### src/chess_pkg.sv
// Chess board shared definitions
`default_nettype none

package chess_pkg;

  // Square index, file in [5:3] and rank in [2:0], a1 is 0
  typedef logic [5:0] sq_idx_t;

  // One board square, seen as a raw code or as colour over kind
  typedef union packed {
    logic [3:0] code;
    struct packed {
      logic       white;  // 1 for a white piece
      logic [2:0] kind;
    } pc;
  } square_u;

  localparam logic [2:0] KIND_EMPTY  = 3'd0;
  localparam logic [2:0] KIND_PAWN   = 3'd1;
  localparam logic [2:0] KIND_KNIGHT = 3'd2;
  localparam logic [2:0] KIND_BISHOP = 3'd3;
  localparam logic [2:0] KIND_ROOK   = 3'd4;
  localparam logic [2:0] KIND_QUEEN  = 3'd5;
  localparam logic [2:0] KIND_KING   = 3'd6;

  // APB register map
  localparam logic [11:0] REG_CTRL       = 12'h000;
  localparam logic [11:0] REG_MOVE       = 12'h004;
  localparam logic [11:0] REG_STATUS     = 12'h008;
  localparam logic [11:0] REG_BOARD_BASE = 12'h100;

  // Status word bits
  localparam int ST_PLAYER = 0;
  localparam int ST_BUSY   = 1;
  localparam int ST_OK     = 2;
  localparam int ST_OVER   = 3;
  localparam int ST_WINNER = 4;

  // Verdict from the legality check
  localparam logic [1:0] RES_NONE   = 2'd0;
  localparam logic [1:0] RES_ACCEPT = 2'd1;
  localparam logic [1:0] RES_REJECT = 2'd2;

endpackage

`default_nettype wire

### src/move_if.sv
// Move link between pipeline stages
`timescale 1ns/1ps
`default_nettype none

interface move_if import chess_pkg::*; ();

  logic       valid;      // One-cycle transfer strobe
  logic       kind_init;  // Board init rather than a move
  sq_idx_t    origin;
  sq_idx_t    dest;
  square_u    piece;      // Square read at the origin
  square_u    captured;   // Square read at the destination
  logic [1:0] result;

  // Sending stage
  modport src (
    output valid, kind_init, origin, dest, piece, captured, result
  );

  // Receiving stage
  modport dst (
    input valid, kind_init, origin, dest, piece, captured, result
  );

endinterface

`default_nettype wire
### src/apb_cmd_regs.sv
// APB command and status registers
`timescale 1ns/1ps
`default_nettype none

module apb_cmd_regs import chess_pkg::*; (
  input  wire logic        clk,
  input  wire logic        rst_n,
  input  wire logic [11:0] paddr,
  input  wire logic        psel,
  input  wire logic        penable,
  input  wire logic        pwrite,
  input  wire logic [31:0] pwdata,
  output logic      [31:0] prdata,
  output logic             pready,
  output logic             pslverr,
  move_if.src              cmd,
  output sq_idx_t          host_addr,
  input  wire square_u     host_data,
  input  wire logic        done,
  input  wire logic        current_player,
  input  wire logic        last_ok,
  input  wire logic        game_over,
  input  wire logic        winner
);

  logic        access;
  logic        ctrl_hit;
  logic        move_hit;
  logic        status_hit;
  logic        board_hit;
  logic        mapped;
  logic        busy;
  logic        rd_wait;     // Second cycle of a board read
  logic        issue_init;
  logic        issue_move;
  logic [31:0] status_word;

  assign access     = psel & penable;
  assign ctrl_hit   = (paddr == REG_CTRL);
  assign move_hit   = (paddr == REG_MOVE);
  assign status_hit = (paddr == REG_STATUS);
  assign board_hit  = (paddr[11:8] == REG_BOARD_BASE[11:8]) && (paddr[1:0] == 2'b00);

  // CTRL and MOVE are write only, STATUS and the board read only
  assign mapped = pwrite ? (ctrl_hit | move_hit) : (status_hit | board_hit);

  assign host_addr = paddr[7:2];  // Word index into the board window

  // One wait state for board reads only
  assign pready = access & (pwrite | ~board_hit | rd_wait);

  assign pslverr = access & pready &
                   (~mapped | (pwrite & busy) | (pwrite & move_hit & game_over));

  // New work only from an idle pipeline
  assign issue_init = access & pwrite & ctrl_hit & pwdata[0] & ~busy;
  assign issue_move = access & pwrite & move_hit & ~busy & ~game_over;

  always_comb begin
    status_word            = '0;
    status_word[ST_PLAYER] = current_player;
    status_word[ST_BUSY]   = busy;
    status_word[ST_OK]     = last_ok;
    status_word[ST_OVER]   = game_over;
    status_word[ST_WINNER] = winner;
  end

  always_comb begin
    prdata = '0;
    if (access && !pwrite) begin
      if (status_hit) begin
        prdata = status_word;
      end else if (board_hit) begin
        prdata = {28'd0, host_data.code};  // Square code, zero-extended
      end
    end
  end

  always_ff @(posedge clk) begin
    if (!rst_n) begin
      busy      <= 1'b0;
      rd_wait   <= 1'b0;
      cmd.valid <= 1'b0;
    end else begin
      cmd.valid <= issue_init | issue_move;
      if (issue_init || issue_move) begin
        busy <= 1'b1;
      end else if (done) begin
        busy <= 1'b0;
      end
      rd_wait <= access & ~pwrite & board_hit & ~rd_wait;
    end
  end

  // Command payload, held until the next issue
  always_ff @(posedge clk) begin
    if (issue_init || issue_move) begin
      cmd.kind_init <= issue_init;
      cmd.origin    <= pwdata[5:0];
      cmd.dest      <= pwdata[11:6];
    end
  end

  // Squares and verdict are filled in further down the pipeline
  assign cmd.piece    = '0;
  assign cmd.captured = '0;
  assign cmd.result   = RES_NONE;

endmodule

`default_nettype wire

### src/board_memory.sv
// Board square register file
`timescale 1ns/1ps
`default_nettype none

module board_memory import chess_pkg::*; (
  input  wire logic    clk,
  input  wire logic    rst_n,
  input  wire logic    wr_en,
  input  wire sq_idx_t wr_addr,
  input  wire square_u wr_data,
  input  wire sq_idx_t rd_addr_a,   // Origin read for the check stage
  output square_u      rd_data_a,
  input  wire sq_idx_t rd_addr_b,   // Destination read
  output square_u      rd_data_b,
  input  wire sq_idx_t host_addr,   // APB board window
  output square_u      host_data
);

  square_u squares [64];

  // Empty board out of reset
  always_ff @(posedge clk) begin
    if (!rst_n) begin
      for (int i = 0; i < 64; i++) begin
        squares[i] <= '0;
      end
    end else if (wr_en) begin
      squares[wr_addr] <= wr_data;
    end
  end

  // All reads one cycle behind the address
  always_ff @(posedge clk) begin
    rd_data_a <= squares[rd_addr_a];
    rd_data_b <= squares[rd_addr_b];
    host_data <= squares[host_addr];
  end

endmodule

`default_nettype wire

### src/board_update.sv
// Board update and game state
`timescale 1ns/1ps
`default_nettype none

module board_update import chess_pkg::*; (
  input  wire logic clk,
  input  wire logic rst_n,
  move_if.dst       upd,
  output logic      wr_en,
  output sq_idx_t   wr_addr,
  output square_u   wr_data,
  output logic      done,
  output logic      current_player,
  output logic      last_ok,
  output logic      game_over,
  output logic      winner
);

  localparam logic [1:0] S_IDLE = 2'd0;
  localparam logic [1:0] S_DST  = 2'd1;
  localparam logic [1:0] S_ORG  = 2'd2;
  localparam logic [1:0] S_INIT = 2'd3;

  logic [1:0] state;
  logic [5:0] init_cnt;   // Square being written during init
  sq_idx_t    org_q;
  sq_idx_t    dst_q;
  square_u    piece_q;
  square_u    captured_q;
  logic       ok_q;
  logic [2:0] back_kind;
  square_u    start_sq;

  // Start position from file and rank
  always_comb begin
    case (init_cnt[5:3])
      3'd0, 3'd7: back_kind = KIND_ROOK;
      3'd1, 3'd6: back_kind = KIND_KNIGHT;
      3'd2, 3'd5: back_kind = KIND_BISHOP;
      3'd3:       back_kind = KIND_QUEEN;
      default:    back_kind = KIND_KING;
    endcase
    start_sq.code = 4'h0;
    case (init_cnt[2:0])
      3'd0: begin
        start_sq.pc.white = 1'b1;
        start_sq.pc.kind  = back_kind;
      end
      3'd1: begin
        start_sq.pc.white = 1'b1;
        start_sq.pc.kind  = KIND_PAWN;
      end
      3'd6: start_sq.pc.kind = KIND_PAWN;  // Black pawns
      3'd7: start_sq.pc.kind = back_kind;
      default: start_sq.code = 4'h0;
    endcase
  end

  always_comb begin
    wr_en   = 1'b0;
    wr_addr = dst_q;
    wr_data = piece_q;
    case (state)
      S_DST: wr_en = ok_q;
      S_ORG: begin
        wr_en        = ok_q;
        wr_addr      = org_q;
        wr_data.code = 4'h0;  // Origin left empty
      end
      S_INIT: begin
        wr_en   = 1'b1;
        wr_addr = init_cnt;
        wr_data = start_sq;
      end
      default: wr_en = 1'b0;
    endcase
  end

  assign done = (state == S_ORG) || ((state == S_INIT) && (init_cnt == 6'd63));

  always_ff @(posedge clk) begin
    if (!rst_n) begin
      state          <= S_IDLE;
      init_cnt       <= '0;
      current_player <= 1'b1;  // White opens
      last_ok        <= 1'b0;
      game_over      <= 1'b0;
      winner         <= 1'b0;
    end else begin
      case (state)
        S_IDLE: begin
          if (upd.valid && upd.kind_init) begin
            state          <= S_INIT;
            init_cnt       <= '0;
            current_player <= 1'b1;
            game_over      <= 1'b0;
            winner         <= 1'b0;
          end else if (upd.valid) begin
            state <= S_DST;
          end
        end
        S_DST: state <= S_ORG;
        S_ORG: begin
          state   <= S_IDLE;
          last_ok <= ok_q;
          if (ok_q) begin
            current_player <= ~current_player;
            if (captured_q.pc.kind == KIND_KING) begin
              game_over <= 1'b1;
              winner    <= current_player;  // Mover took the king
            end
          end
        end
        default: begin
          init_cnt <= init_cnt + 6'd1;
          if (init_cnt == 6'd63) begin
            state <= S_IDLE;
          end
        end
      endcase
    end
  end

  always_ff @(posedge clk) begin
    if (state == S_IDLE && upd.valid) begin
      org_q      <= upd.origin;
      dst_q      <= upd.dest;
      piece_q    <= upd.piece;
      captured_q <= upd.captured;
      ok_q       <= (upd.result == RES_ACCEPT);
    end
  end

endmodule

`default_nettype wire

### src/chess_board_top.sv
// Chess board model top level
`timescale 1ns/1ps
`default_nettype none

module chess_board_top import chess_pkg::*; (
  input  wire logic        clk,
  input  wire logic        rst_n,
  input  wire logic [11:0] paddr,
  input  wire logic        psel,
  input  wire logic        penable,
  input  wire logic        pwrite,
  input  wire logic [31:0] pwdata,
  output logic      [31:0] prdata,
  output logic             pready,
  output logic             pslverr
);

  move_if cmd_link ();  // Command capture to legality check
  move_if upd_link ();  // Legality check to board update

  logic    wr_en;
  sq_idx_t wr_addr;
  square_u wr_data;
  sq_idx_t rd_addr_a;
  sq_idx_t rd_addr_b;
  square_u rd_data_a;
  square_u rd_data_b;
  sq_idx_t host_addr;
  square_u host_data;
  logic    done;
  logic    current_player;
  logic    last_ok;
  logic    game_over;
  logic    winner;

  apb_cmd_regs i_apb_cmd_regs (
    .clk            (clk),
    .rst_n          (rst_n),
    .paddr          (paddr),
    .psel           (psel),
    .penable        (penable),
    .pwrite         (pwrite),
    .pwdata         (pwdata),
    .prdata         (prdata),
    .pready         (pready),
    .pslverr        (pslverr),
    .cmd            (cmd_link.src),
    .host_addr      (host_addr),
    .host_data      (host_data),
    .done           (done),
    .current_player (current_player),
    .last_ok        (last_ok),
    .game_over      (game_over),
    .winner         (winner)
  );

  move_check i_move_check (
    .clk            (clk),
    .rst_n          (rst_n),
    .cmd            (cmd_link.dst),
    .upd            (upd_link.src),
    .rd_addr_a      (rd_addr_a),
    .rd_addr_b      (rd_addr_b),
    .rd_data_a      (rd_data_a),
    .rd_data_b      (rd_data_b),
    .current_player (current_player)
  );

  board_update i_board_update (
    .clk            (clk),
    .rst_n          (rst_n),
    .upd            (upd_link.dst),
    .wr_en          (wr_en),
    .wr_addr        (wr_addr),
    .wr_data        (wr_data),
    .done           (done),
    .current_player (current_player),
    .last_ok        (last_ok),
    .game_over      (game_over),
    .winner         (winner)
  );

  board_memory i_board_memory (
    .clk       (clk),
    .rst_n     (rst_n),
    .wr_en     (wr_en),
    .wr_addr   (wr_addr),
    .wr_data   (wr_data),
    .rd_addr_a (rd_addr_a),
    .rd_data_a (rd_data_a),
    .rd_addr_b (rd_addr_b),
    .rd_data_b (rd_data_b),
    .host_addr (host_addr),
    .host_data (host_data)
  );

endmodule

`default_nettype wire

### src/move_check.sv
// Move legality check stage
`timescale 1ns/1ps
`default_nettype none

module move_check import chess_pkg::*; (
  input  wire logic    clk,
  input  wire logic    rst_n,
  move_if.dst          cmd,
  move_if.src          upd,
  output sq_idx_t      rd_addr_a,
  output sq_idx_t      rd_addr_b,
  input  wire square_u rd_data_a,
  input  wire square_u rd_data_b,
  input  wire logic    current_player
);

  logic              s1_valid;
  logic              s1_init;
  sq_idx_t           s1_org;
  sq_idx_t           s1_dst;
  logic signed [3:0] df;       // File delta
  logic signed [3:0] dr;       // Rank delta
  logic        [2:0] adf;
  logic        [2:0] adr;
  logic signed [3:0] fwd;      // Pawn step for the side to move
  logic              dst_empty;
  logic              own_ok;
  logic              dst_ok;
  logic              shape_ok;
  logic              legal;

  // The command stage holds origin and dest stable while busy
  assign rd_addr_a = cmd.origin;
  assign rd_addr_b = cmd.dest;

  always_ff @(posedge clk) begin
    if (!rst_n) begin
      s1_valid <= 1'b0;
    end else begin
      s1_valid <= cmd.valid;
    end
  end

  always_ff @(posedge clk) begin
    if (cmd.valid) begin
      s1_init <= cmd.kind_init;
      s1_org  <= cmd.origin;
      s1_dst  <= cmd.dest;
    end
  end

  assign df  = $signed({1'b0, s1_dst[5:3]}) - $signed({1'b0, s1_org[5:3]});
  assign dr  = $signed({1'b0, s1_dst[2:0]}) - $signed({1'b0, s1_org[2:0]});
  assign adf = df[3] ? 3'(-df) : 3'(df);
  assign adr = dr[3] ? 3'(-dr) : 3'(dr);
  assign fwd = current_player ? 4'sd1 : -4'sd1;  // White moves up the ranks

  assign dst_empty = (rd_data_b.pc.kind == KIND_EMPTY);
  assign own_ok    = (rd_data_a.pc.kind != KIND_EMPTY) &&
                     (rd_data_a.pc.white == current_player);
  assign dst_ok    = dst_empty || (rd_data_b.pc.white != current_player);

  // Shape per kind, no path blocking
  always_comb begin
    case (rd_data_a.pc.kind)
      KIND_PAWN: begin
        shape_ok = (dr == fwd) &&
                   (((adf == 3'd0) && dst_empty) || ((adf == 3'd1) && !dst_empty));
      end
      KIND_KNIGHT: begin
        shape_ok = ((adf == 3'd1) && (adr == 3'd2)) || ((adf == 3'd2) && (adr == 3'd1));
      end
      KIND_BISHOP: shape_ok = (adf == adr) && (adf != 3'd0);
      KIND_ROOK:   shape_ok = (adf == 3'd0) != (adr == 3'd0);
      KIND_QUEEN: begin
        shape_ok = ((adf == adr) && (adf != 3'd0)) || ((adf == 3'd0) != (adr == 3'd0));
      end
      KIND_KING: begin
        shape_ok = (adf <= 3'd1) && (adr <= 3'd1) && ((adf | adr) != 3'd0);
      end
      default: shape_ok = 1'b0;
    endcase
  end

  assign legal = own_ok & dst_ok & shape_ok;

  always_ff @(posedge clk) begin
    if (!rst_n) begin
      upd.valid <= 1'b0;
    end else begin
      upd.valid <= s1_valid;
    end
  end

  // Verdict and squares for the update stage
  always_ff @(posedge clk) begin
    if (s1_valid) begin
      upd.kind_init <= s1_init;
      upd.origin    <= s1_org;
      upd.dest      <= s1_dst;
      upd.piece     <= rd_data_a;
      upd.captured  <= rd_data_b;
      if (s1_init) begin
        upd.result <= RES_NONE;  // Init passes through unchecked
      end else begin
        upd.result <= legal ? RES_ACCEPT : RES_REJECT;
      end
    end
  end

endmodule

`default_nettype wire

### config.mk
export PLATFORM = sky130hd
export DESIGN_NAME = chess_board_top
export DESIGN_NICKNAME = d
export VERILOG_FILES = /design/src/chess_pkg.sv /design/src/move_if.sv /design/src/apb_cmd_regs.sv /design/src/board_memory.sv /design/src/board_update.sv /design/src/chess_board_top.sv /design/src/move_check.sv
export SDC_FILE = /design/constraint.sdc
export NUM_CORES = 1
export LEC_CHECK = 0
export BUFFER_PORTS_ARGS = -buffer_cell sky130_fd_sc_hd__buf_2
export CAP_MARGIN = 25
export CORE_MARGIN = 2
export CORE_UTILIZATION = 55
export DETAILED_ROUTE_END_ITERATION = 10
export GPL_ROUTABILITY_DRIVEN = 1
export HOLD_SLACK_MARGIN = 0.15
export PLACE_DENSITY = 0.77
export SYNTH_ARGS = -nofsm -noshare
export SYNTH_HDL_FRONTEND = slang
export SYNTH_SLANG_ARGS = --single-unit
### constraint.sdc
create_clock -name clk -period 4.7 [get_ports clk]
set_clock_uncertainty 0.2 [all_clocks]
set_input_delay 0 -clock clk [delete_from_list [all_inputs] [get_ports clk]]
set_output_delay 0 -clock clk [all_outputs]
set_load 0.05 [all_outputs]
==> results of run 1 <==
[power by group]
| part | switching [mW] | leakage (nW) | internal (mW) |
|---|---|---|---|
| Sequential | 0.0681 | 3.49 | 3.50 |
| Combinational | 0.247 | 3.75 | 0.212 |
| Clock | 1.33 | 0.650 | 1.89 |
[worst reg2reg max path, cell delays in order, from the launching register on]
cell and delay (ns):
edfxtp_1 0.39, inv_1 0.07, ha_1 0.21, fa_1 0.49
ha_1 0.25, or3b_2 0.47, o31a_1 0.26, xnor2_1 0.20
inv_1 0.07, ha_1 0.27, nor4b_1 0.34, nor2_1 0.08
a211oi_1 0.29, nor4_1 0.08, a221o_1 0.32
[area by class of cell]
| cell class | instances | area [um2] | area share, % |
|---|---|---|---|
| sequential | 353 | 10310 | 46.30 |
| multi-input combinational | 953 | 9020 | 40.51 |
| clock buffer | 45 | 1051 | 4.720 |
| timing repair buffer | 113 | 950.9 | 4.270 |
| tap | 461 | 576.8 | 2.590 |
| clock inverter | 25 | 272.8 | 1.225 |
| inverter | 23 | 86.33 | 0.3877 |
[repair_timing]
| action | in CTS | in global routing |
|---|---|---|
| setup endpoints to repair | 0 | 0 |
| endpoints found under the hold margin | 42 | 0 |
| setup buffers | 0 | 0 |
| hold buffers | 36 | 0 |
[how the worst min path moves through the flow]
stage,endpoint,cells past startpoint
floorplan,i_apb_cmd_regs.cmd.dest[0]$_DFFE_PP_,0
global placement,i_apb_cmd_regs.cmd.dest[3]$_DFFE_PP_,1
detailed placement,i_apb_cmd_regs.cmd.origin[5]$_DFFE_PP_,1
CTS,i_apb_cmd_regs.rd_wait$_SDFF_PN0_,4
global route,i_board_update.org_q[1]$_DFFE_PP_,0
finish,i_apb_cmd_regs.rd_wait$_SDFF_PN0_,4
[registers in the layout, summed over array words and instances (netlist names), 3 cells and up]
signal                     flops
i_move_check.s1_org            6
i_board_update.dst_q           6
i_board_update.captured_q      3
i_move_check.upd.captured      3
i_board_update.org_q           6
i_board_update.piece_q         4
i_board_memory.rd_data_a       4
i_move_check.s1_dst            6
i_board_memory.squares       256
i_board_update.init_cnt        6
i_board_memory.rd_data_b       4
i_move_check.upd.origin        6
i_move_check.upd.dest          6
i_apb_cmd_regs.cmd.dest        6
i_move_check.upd.piece         4
i_board_memory.host_data       4
i_apb_cmd_regs.cmd.origin      6
[cells in the final DEF, fill, tap and decap left out, types with 5 or more instances in the layout]
cell type / count
bufinv_16: 5
mux2i_1: 21
dlygate4sd3_1: 36
o21ai_1: 6
o21ai_0: 8
a211oi_1: 13
nor2b_1: 17
conb_1: 27
nor3_1: 16
buf_2: 34
a22o_1: 6
inv_1: 23
and2_1: 7
mux2_2: 7
xnor2_1: 5
buf_4: 36
nand3_1: 17
edfxtp_1: 324
clkbuf_16: 41
nor2_1: 290
a21o_1: 6
nand2b_1: 8
nand2_1: 152
dfxtp_1: 29
clkinv_2: 8
a21oi_1: 23
mux4_2: 236
ha_1: 22
[synth_stat cells, types with 2 or more instances]
cell	instances
edfxtp_1	324
nor2_1	290
mux4_2	236
nand2_1	152
clkbuf_1	66
buf_4	35
dfxtp_1	29
a21oi_1	24
inv_1	23
ha_1	22
mux2i_1	21
buf_2	19
nand3_1	17
nor2b_1	17
nor3_1	17
a211oi_1	13
nand2b_1	8
o21ai_0	8
and2_1	7
mux2_2	7
a21o_1	6
a22o_1	6
buf_6	6
o21ai_1	6
a22oi_1	5
buf_1	5
xnor2_1	5
nand3b_1	4
o311a_1	4
or3_1	4
xor2_1	4
a31oi_1	3
nor4_1	3
or2_2	3
a2111oi_1	2
a211o_1	2
a21boi_0	2
a32oi_1	2
fa_1	2
nand4_1	2
nor3b_1	2
nor4b_1	2
o21a_1	2
or4_1	2
[routing by layer]
layer,share of wire [%],vias up,track usage [%]
li1,-,5588,-
met1,35,6662,38.74
met2,48,939,46.17
met3,12,194,7.149
met4,5.5,2,14.84
met5,0.024,-,0
[per-stage QoR]
step,instances,hold slack (ns)
after global routing,1973,0.2187
after CTS,1970,0.1754
after detailed placement,1864,-0.02119
final,1973,0.2057
after floorplan,1460,-0.1011
after global placement,1864,-0.02224
[kinds of logic after synthesis]
kind of cell,count (synthesis),share of synthesized area (%)
AND/OR/NAND/NOR,535,11.12
multiplexers,264,28.06
buffers and inverters,154,3.896
AO/OA/AOI/OAI,93,3.195
XOR/XNOR,10,0.5136
adder cells (fa/ha/maj),24,1.579
flip-flops,353,51.62
other,1,0.01878
==> results by group, run 1 <==
Global route
  – Largest net degree at the start of global routing: 79
  – Vias in the first global route: 13461
  – First-pass GRT wire length: 82840 um
  – All-Layer GR Usage: 29.42%
  – Initial antenna violation count: 2
  – Total gr overflow: 0

Layout
  – Nets: 1556
  – # diodes: 0
  – Post-layout util: 62.45%
  – Layout cells sized above 1: 25.99%
  – Filler instances: 2538
  – Syn-to-layout area delta: 11.49%
  – Final design area excluding fillers: 22270 um2

Placed design
  – Pre-CTS setup slack: 0.5042 ns
  – Buffers on Ports: 35
  – HPWL Detailed: 35590 um
  – Dpl cell area: 20510 um2
  – RD Place Congestion: 0.9494

Setup path
  – Slowest cell on crit path: fa_1
  – Setup slack, reg-to-reg: 0.45 ns
  – Crit Path Class: reg -> reg
  – CP peak stage delay: 0.49 ns
  – Cell count along the critical path: 14
  – Capturing point of the worst reg2reg path: i_move_check.upd.result[1]$_SDFFCE_PP0P_
  – Critical path data required time: 4.80 ns
  – Crit path DAT: 4.35 ns
  – Worst Setup End Kind: flip-flop
  – Setup crit start kind: flip-flop
  – Critical path peak fanout: 4
  – R2R cell count: 14
  – CP most frequent cell: ha_1
  – CP top delay family: adder cells
  – Crit path to: i_move_check.upd.result[1]$_SDFFCE_PP0P_
  – Worst Setup SP: i_move_check.s1_dst[3]$_DFFE_PP_
  – CP cell instances: inv_1 > ha_1 > fa_1 > ha_1 > or3b_2 > o31a_1 > xnor2_1 > inv_1 > ha_1 > nor4b_1 > nor2_1 > a211oi_1 > nor4_1 > a221o_1
  – CP bufs+invs: 2
  – Worst r2r src: i_move_check.s1_dst[3]$_DFFE_PP_

Pwr
  – Worst VDD drop: 298.0 uV
  – Power Density: 325.1 nW/um2
  – Leakage: 7.895 nW
  – Tot Pwr: 7.239 mW

Synth
  – Post-synth ARST share: 0%
  – Register area share after synthesis: 51.62%
  – Mapped Area: 19970 um2
  – Ranking of synthesized cells by area: edfxtp_1, mux4_2, nor2_1, dfxtp_1, nand2_1
  – EDFF count, synth: 324
  – Synth Area per Inst: 13.93 um2
  – Mapped Cells: 1434
  – Post-synth cell types: 59
  – Top_reg_cell synth: edfxtp_1
  – Yosys top cell area share: 48.71%
  – Synth warnings: 0
  – Cell taking the most area after synthesis: edfxtp_1
  – Synthesis-stage register bit count: 353

STA
  – Final worst slack: 0.4510 ns
  – Setup TNS: 0 ns
  – Measured slew at the worst slew-check pin: 1.082 ns
  – Max Transition Viols Final: 0
  – Relative slew slack: 27.86%
  – Period Utilization, post-route: 90.41%
  – Minimum clock period: 4.249 ns
  – RSZ-0062 raised after global routing: false
  – Final setup viols: 0
  – Fmax: 235.3 MHz
  – Endpoints failing hold: 0

Drt
  – DR iter-0 viols: 1816
  – Routed Antenna Nets: 0
  – WL per Instance: 27.70 um
  – DRC viols: 0
  – First drt pass iteration count: 5
  – Wirelength, routed: 54650 um
  – Vias after detailed routing: 13385
  – Vias per cell: 6.784

Run
  – Max-cap viol count: 0

Die
  – DIE AREA: 37860 um2
  – Core Footprint: 35660 um2
  – Die height: 194.6 um
  – Number of I/O pins: 83
  – DIE WIDTH: 194.6 um
  – Initial Util: 56.02%
  – Std-Cell Rows: 69

Clock tree
  – Max Root-Sink Buffers: 3
  – Num CTS Buffers: 39
  – CTS resizes: 0
  – CTS tree: yes
  – Sink Count: 353
  – H-tree lvl count: 2
  – CTS root buffer: clkbuf_16
  – Latest clock arrival within the worst-skew pair: 0.56 ns
  – CTS clk-pin slew, worst paths: 0.07 ns

Outcome
  – Status: finished, final reports clean

Min path
  – Hold Startpoint: pwrite
  – HP Class: in -> reg
Note: power is estimated with default switching activity, not from simulation.
==> run 2: changes to the inputs <==
--- a/config.mk
+++ b/config.mk
@@ -5,6 +5,7 @@
 export SDC_FILE = /design/constraint.sdc
 export NUM_CORES = 1
 export LEC_CHECK = 0
+export ABC_CLOCK_PERIOD_IN_PS = 5350
 export BUFFER_PORTS_ARGS = -buffer_cell sky130_fd_sc_hd__buf_2
 export CAP_MARGIN = 25
 export CORE_MARGIN = 2
==> constraint.sdc (replaced) <==
create_clock -name clk -period 5.35 [get_ports clk]
set_clock_uncertainty 0.2 [all_clocks]
set_input_delay 0 -clock clk [delete_from_list [all_inputs] [get_ports clk]]
set_output_delay 0 -clock clk [all_outputs]
set_load 0.05 [all_outputs]
==> results by group, run 2 (synthesized netlist as in run 1, its figures left out) <==
Setup path
  – Setup crit start kind: flip-flop
  – Worst Setup End Kind: flip-flop
  – Crit path DAT: 4.47 ns (+0.12 ns)
  – Crit Path Class: reg -> reg
  – R2R cell count: 14 (unchanged)
  – Critical path peak fanout: 4 (unchanged)
  – Capturing point of the worst reg2reg path: i_move_check.upd.result[1]$_SDFFCE_PP0P_
  – Critical path data required time: 5.44 ns (+0.64 ns)
  – Setup slack, reg-to-reg: 0.96 ns (+0.51 ns)
  – Worst r2r src: i_move_check.s1_dst[3]$_DFFE_PP_

Global route
  – First-pass GRT wire length: 81990 um (-1.0%)
  – Initial antenna violation count: 1 (-1)
  – Largest net degree at the start of global routing: 79 (unchanged)
  – Vias in the first global route: 13302 (-1.2%)
  – Total gr overflow: 0 (unchanged)
  – All-Layer GR Usage: 29.19% (-0.22 points)

Layout
  – Post-layout util: 62.13% (-0.32 points)
  – Final cell count without fillers: 1970 (-0.15%)
  – Most frequent cells in the layout: edfxtp_1, nor2_1, mux4_2, nand2_1, clkbuf_16
  – Syn-to-layout area delta: 10.91%
  – Filler instances: 2564 (+1.0%)
  – Largest register FFs: 256 (unchanged)
  – Layout cells sized above 1: 25.65% (-0.35 points)
  – Nets: 1552 (-0.26%)
  – Reg with most FFs: i_board_memory.squares
  – # diodes: 0 (unchanged)
  – Commonest non-fill, non-tap cell in the layout: edfxtp_1
  – Final design area excluding fillers: 22150 um2 (-0.52%)

Pwr
  – Psw: 1.357 mW (-17%)
  – Leakage: 7.815 nW (-1.0%)
  – Switching Share: 22.28% (-0.41 points)
  – Worst VDD drop: 241.2 uV (-19%)
  – Part of the power in registers: 51.4% (+2.2 points)
  – Clock power share: 42.0% (-2.4 points)
  – Internal Power: 4.734 mW (-15%)
  – Tot Pwr: 6.091 mW (-16%)
  – Combinational power share: 6.6% (+0.3 points)
  – Power Density: 275.0 nW/um2 (-15%)

STA
  – Max Transition Viols Final: 0 (unchanged)
  – RSZ-0062 raised after global routing: false
  – Fmax: 228.0 MHz (-3.1%)
  – Final worst slack: 0.9640 ns (+0.5131 ns)
  – Final setup viols: 0 (unchanged)
  – Period Utilization, post-route: 81.98% (-8.4 points)
  – Minimum clock period: 4.386 ns (+0.1369 ns)
  – Endpoints failing hold: 0 (unchanged)
  – Measured slew at the worst slew-check pin: 1.097 ns (+0.01452 ns)
  – Setup TNS: 0 ns (unchanged)
  – WHS: 0.1956 ns (-0.01015 ns)
  – Relative slew slack: 26.90% (-0.97 points)

Clock tree
  – CTS clk-pin slew, worst paths: 0.06 ns (about the same)
  – Max Root-Sink Buffers: 3 (unchanged)
  – Num CTS Buffers: 39 (unchanged)
  – Sink Count: 353 (unchanged)
  – Latest clock arrival within the worst-skew pair: 0.54 ns (-0.02 ns)
  – CTS tree: yes
  – H-tree lvl count: 2 (unchanged)
  – CTS resizes: 0 (unchanged)
  – Post CTS Setup Buffer Count: 0 (unchanged)
  – CTS root buffer: clkbuf_16

Drt
  – Vias per cell: 6.907 (+1.8%)
  – Vias after detailed routing: 13606 (+1.7%)
  – DR iter-0 viols: 1889 (+4.0%)
  – Wirelength, routed: 54280 um (-0.68%)
  – DRC viols: 0 (unchanged)
  – WL per Instance: 27.55 um (-0.53%)
  – Routed Antenna Nets: 0 (unchanged)
  – First drt pass iteration count: 6 (+1)

Min path
  – Worst hold stages: 4 (unchanged)
  – WHS Endpoint: i_apb_cmd_regs.cmd.kind_init$_DFFE_PP_
  – Hold Startpoint: paddr[2]
  – HP Class: in -> reg

Die
  – Number of I/O pins: 83 (unchanged)
  – DIE WIDTH: 194.6 um (unchanged)
  – Core Footprint: 35660 um2 (unchanged)
  – Std-Cell Rows: 69 (unchanged)
  – DIE AREA: 37860 um2 (unchanged)
  – Initial Util: 56.02% (unchanged)
  – Die height: 194.6 um (unchanged)

Run
  – Max-cap viol count: 0 (unchanged)

Placed design
  – Pre-CTS setup slack: 1.042 ns (+0.5373 ns)
  – HPWL Detailed: 35800 um (+0.59%)
  – Buffers on Ports: 35 (unchanged)
  – RD Place Congestion: 0.9176 (-3.3%)
  – Dpl cells: 1859 (-0.27%)
  – Dpl cell area: 20500 um2 (about the same)

Outcome
  – Status: finished, final reports clean
==> run 2: cell count changes in the layout (fill, tap and decap cells not counted), moves of 3 or more <==
cell       change
clkbuf_1       +6
clkinv_4       -3
buf_4          -5
bufinv_16      -3
nor3_2         +5
nor3_1         -5
==> run 2: cell type report <==
type                       instances  area [um2]  share of cell area (%)
inverter                          23       86.33                  0.3897
multi-input combinational        953        9045                   40.83
sequential                       353       10310                   46.54
timing repair buffer             109       927.1                   4.185
clock inverter                    21       170.2                  0.7681
tap                              461       576.8                   2.604
clock buffer                      50        1037                   4.682
==> run 2: worst max-delay path by stage <==
| stage | startpoint | cells past startpoint | end | slack [ns] |
|---|---|---|---|---|
| 5_1_grt | i_move_check.s1_dst[3]$_DFFE_PP_ | 14 | i_move_check.upd.result[1]$_SDFFCE_PP0P_ | 0.63 |
| 3_5_place_dp | i_move_check.s1_org[3]$_DFFE_PP_ | 13 | i_move_check.upd.result[1]$_SDFFCE_PP0P_ | 1.04 |
| 6_report | i_move_check.s1_dst[3]$_DFFE_PP_ | 14 | i_move_check.upd.result[1]$_SDFFCE_PP0P_ | 0.96 |
| 2_1_floorplan | i_move_check.s1_org[3]$_DFFE_PP_ | 13 | i_move_check.upd.result[1]$_SDFFCE_PP0P_ | 1.40 |
| 4_1_cts | i_move_check.s1_org[3]$_DFFE_PP_ | 13 | i_move_check.upd.result[1]$_SDFFCE_PP0P_ | 1.03 |
| 3_3_place_gp | i_move_check.s1_dst[3]$_DFFE_PP_ | 14 | i_move_check.upd.result[1]$_SDFFCE_PP0P_ | 1.19 |
==> run 2: routing by layer <==
metal	share of wire [%]	track usage, %	vias to the layer above
met5	0	0	-
met4	4.8	12.42	0
met3	12	6.941	179
met2	48	47.19	984
met1	35	38.31	6863
li1	-	-	5580
==> run 2: power groups by stage <==
| stage | Sequential (mW) | Clock (mW) | Combinational (mW) |
|---|---|---|---|
| after floorplan | 3.16 | 0 | 0.303 |
| after global placement | 3.18 | 0 | 0.365 |
| after detailed placement | 3.19 | 0 | 0.371 |
| after CTS | 3.13 | 2.58 | 0.392 |
| after global routing | 3.14 | 2.69 | 0.418 |
| final | 3.13 | 2.56 | 0.404 |
==> run 2: critical path, cell delays in order (launching register included) <==
cell and delay, ns:
edfxtp_1 0.38, inv_1 0.08, ha_1 0.21, fa_1 0.50
ha_1 0.26, or3b_2 0.47, o31a_1 0.27, xnor2_1 0.21
inv_1 0.07, ha_1 0.27, nor4b_1 0.36, nor2_1 0.09
a211oi_1 0.33, nor4_1 0.10, a221o_1 0.34
==> run 2: what timing repair did <==
item,in CTS,in global routing
endpoints found under the hold margin,43,0
endpoints found under the setup margin,0,0
hold buffers,36,0
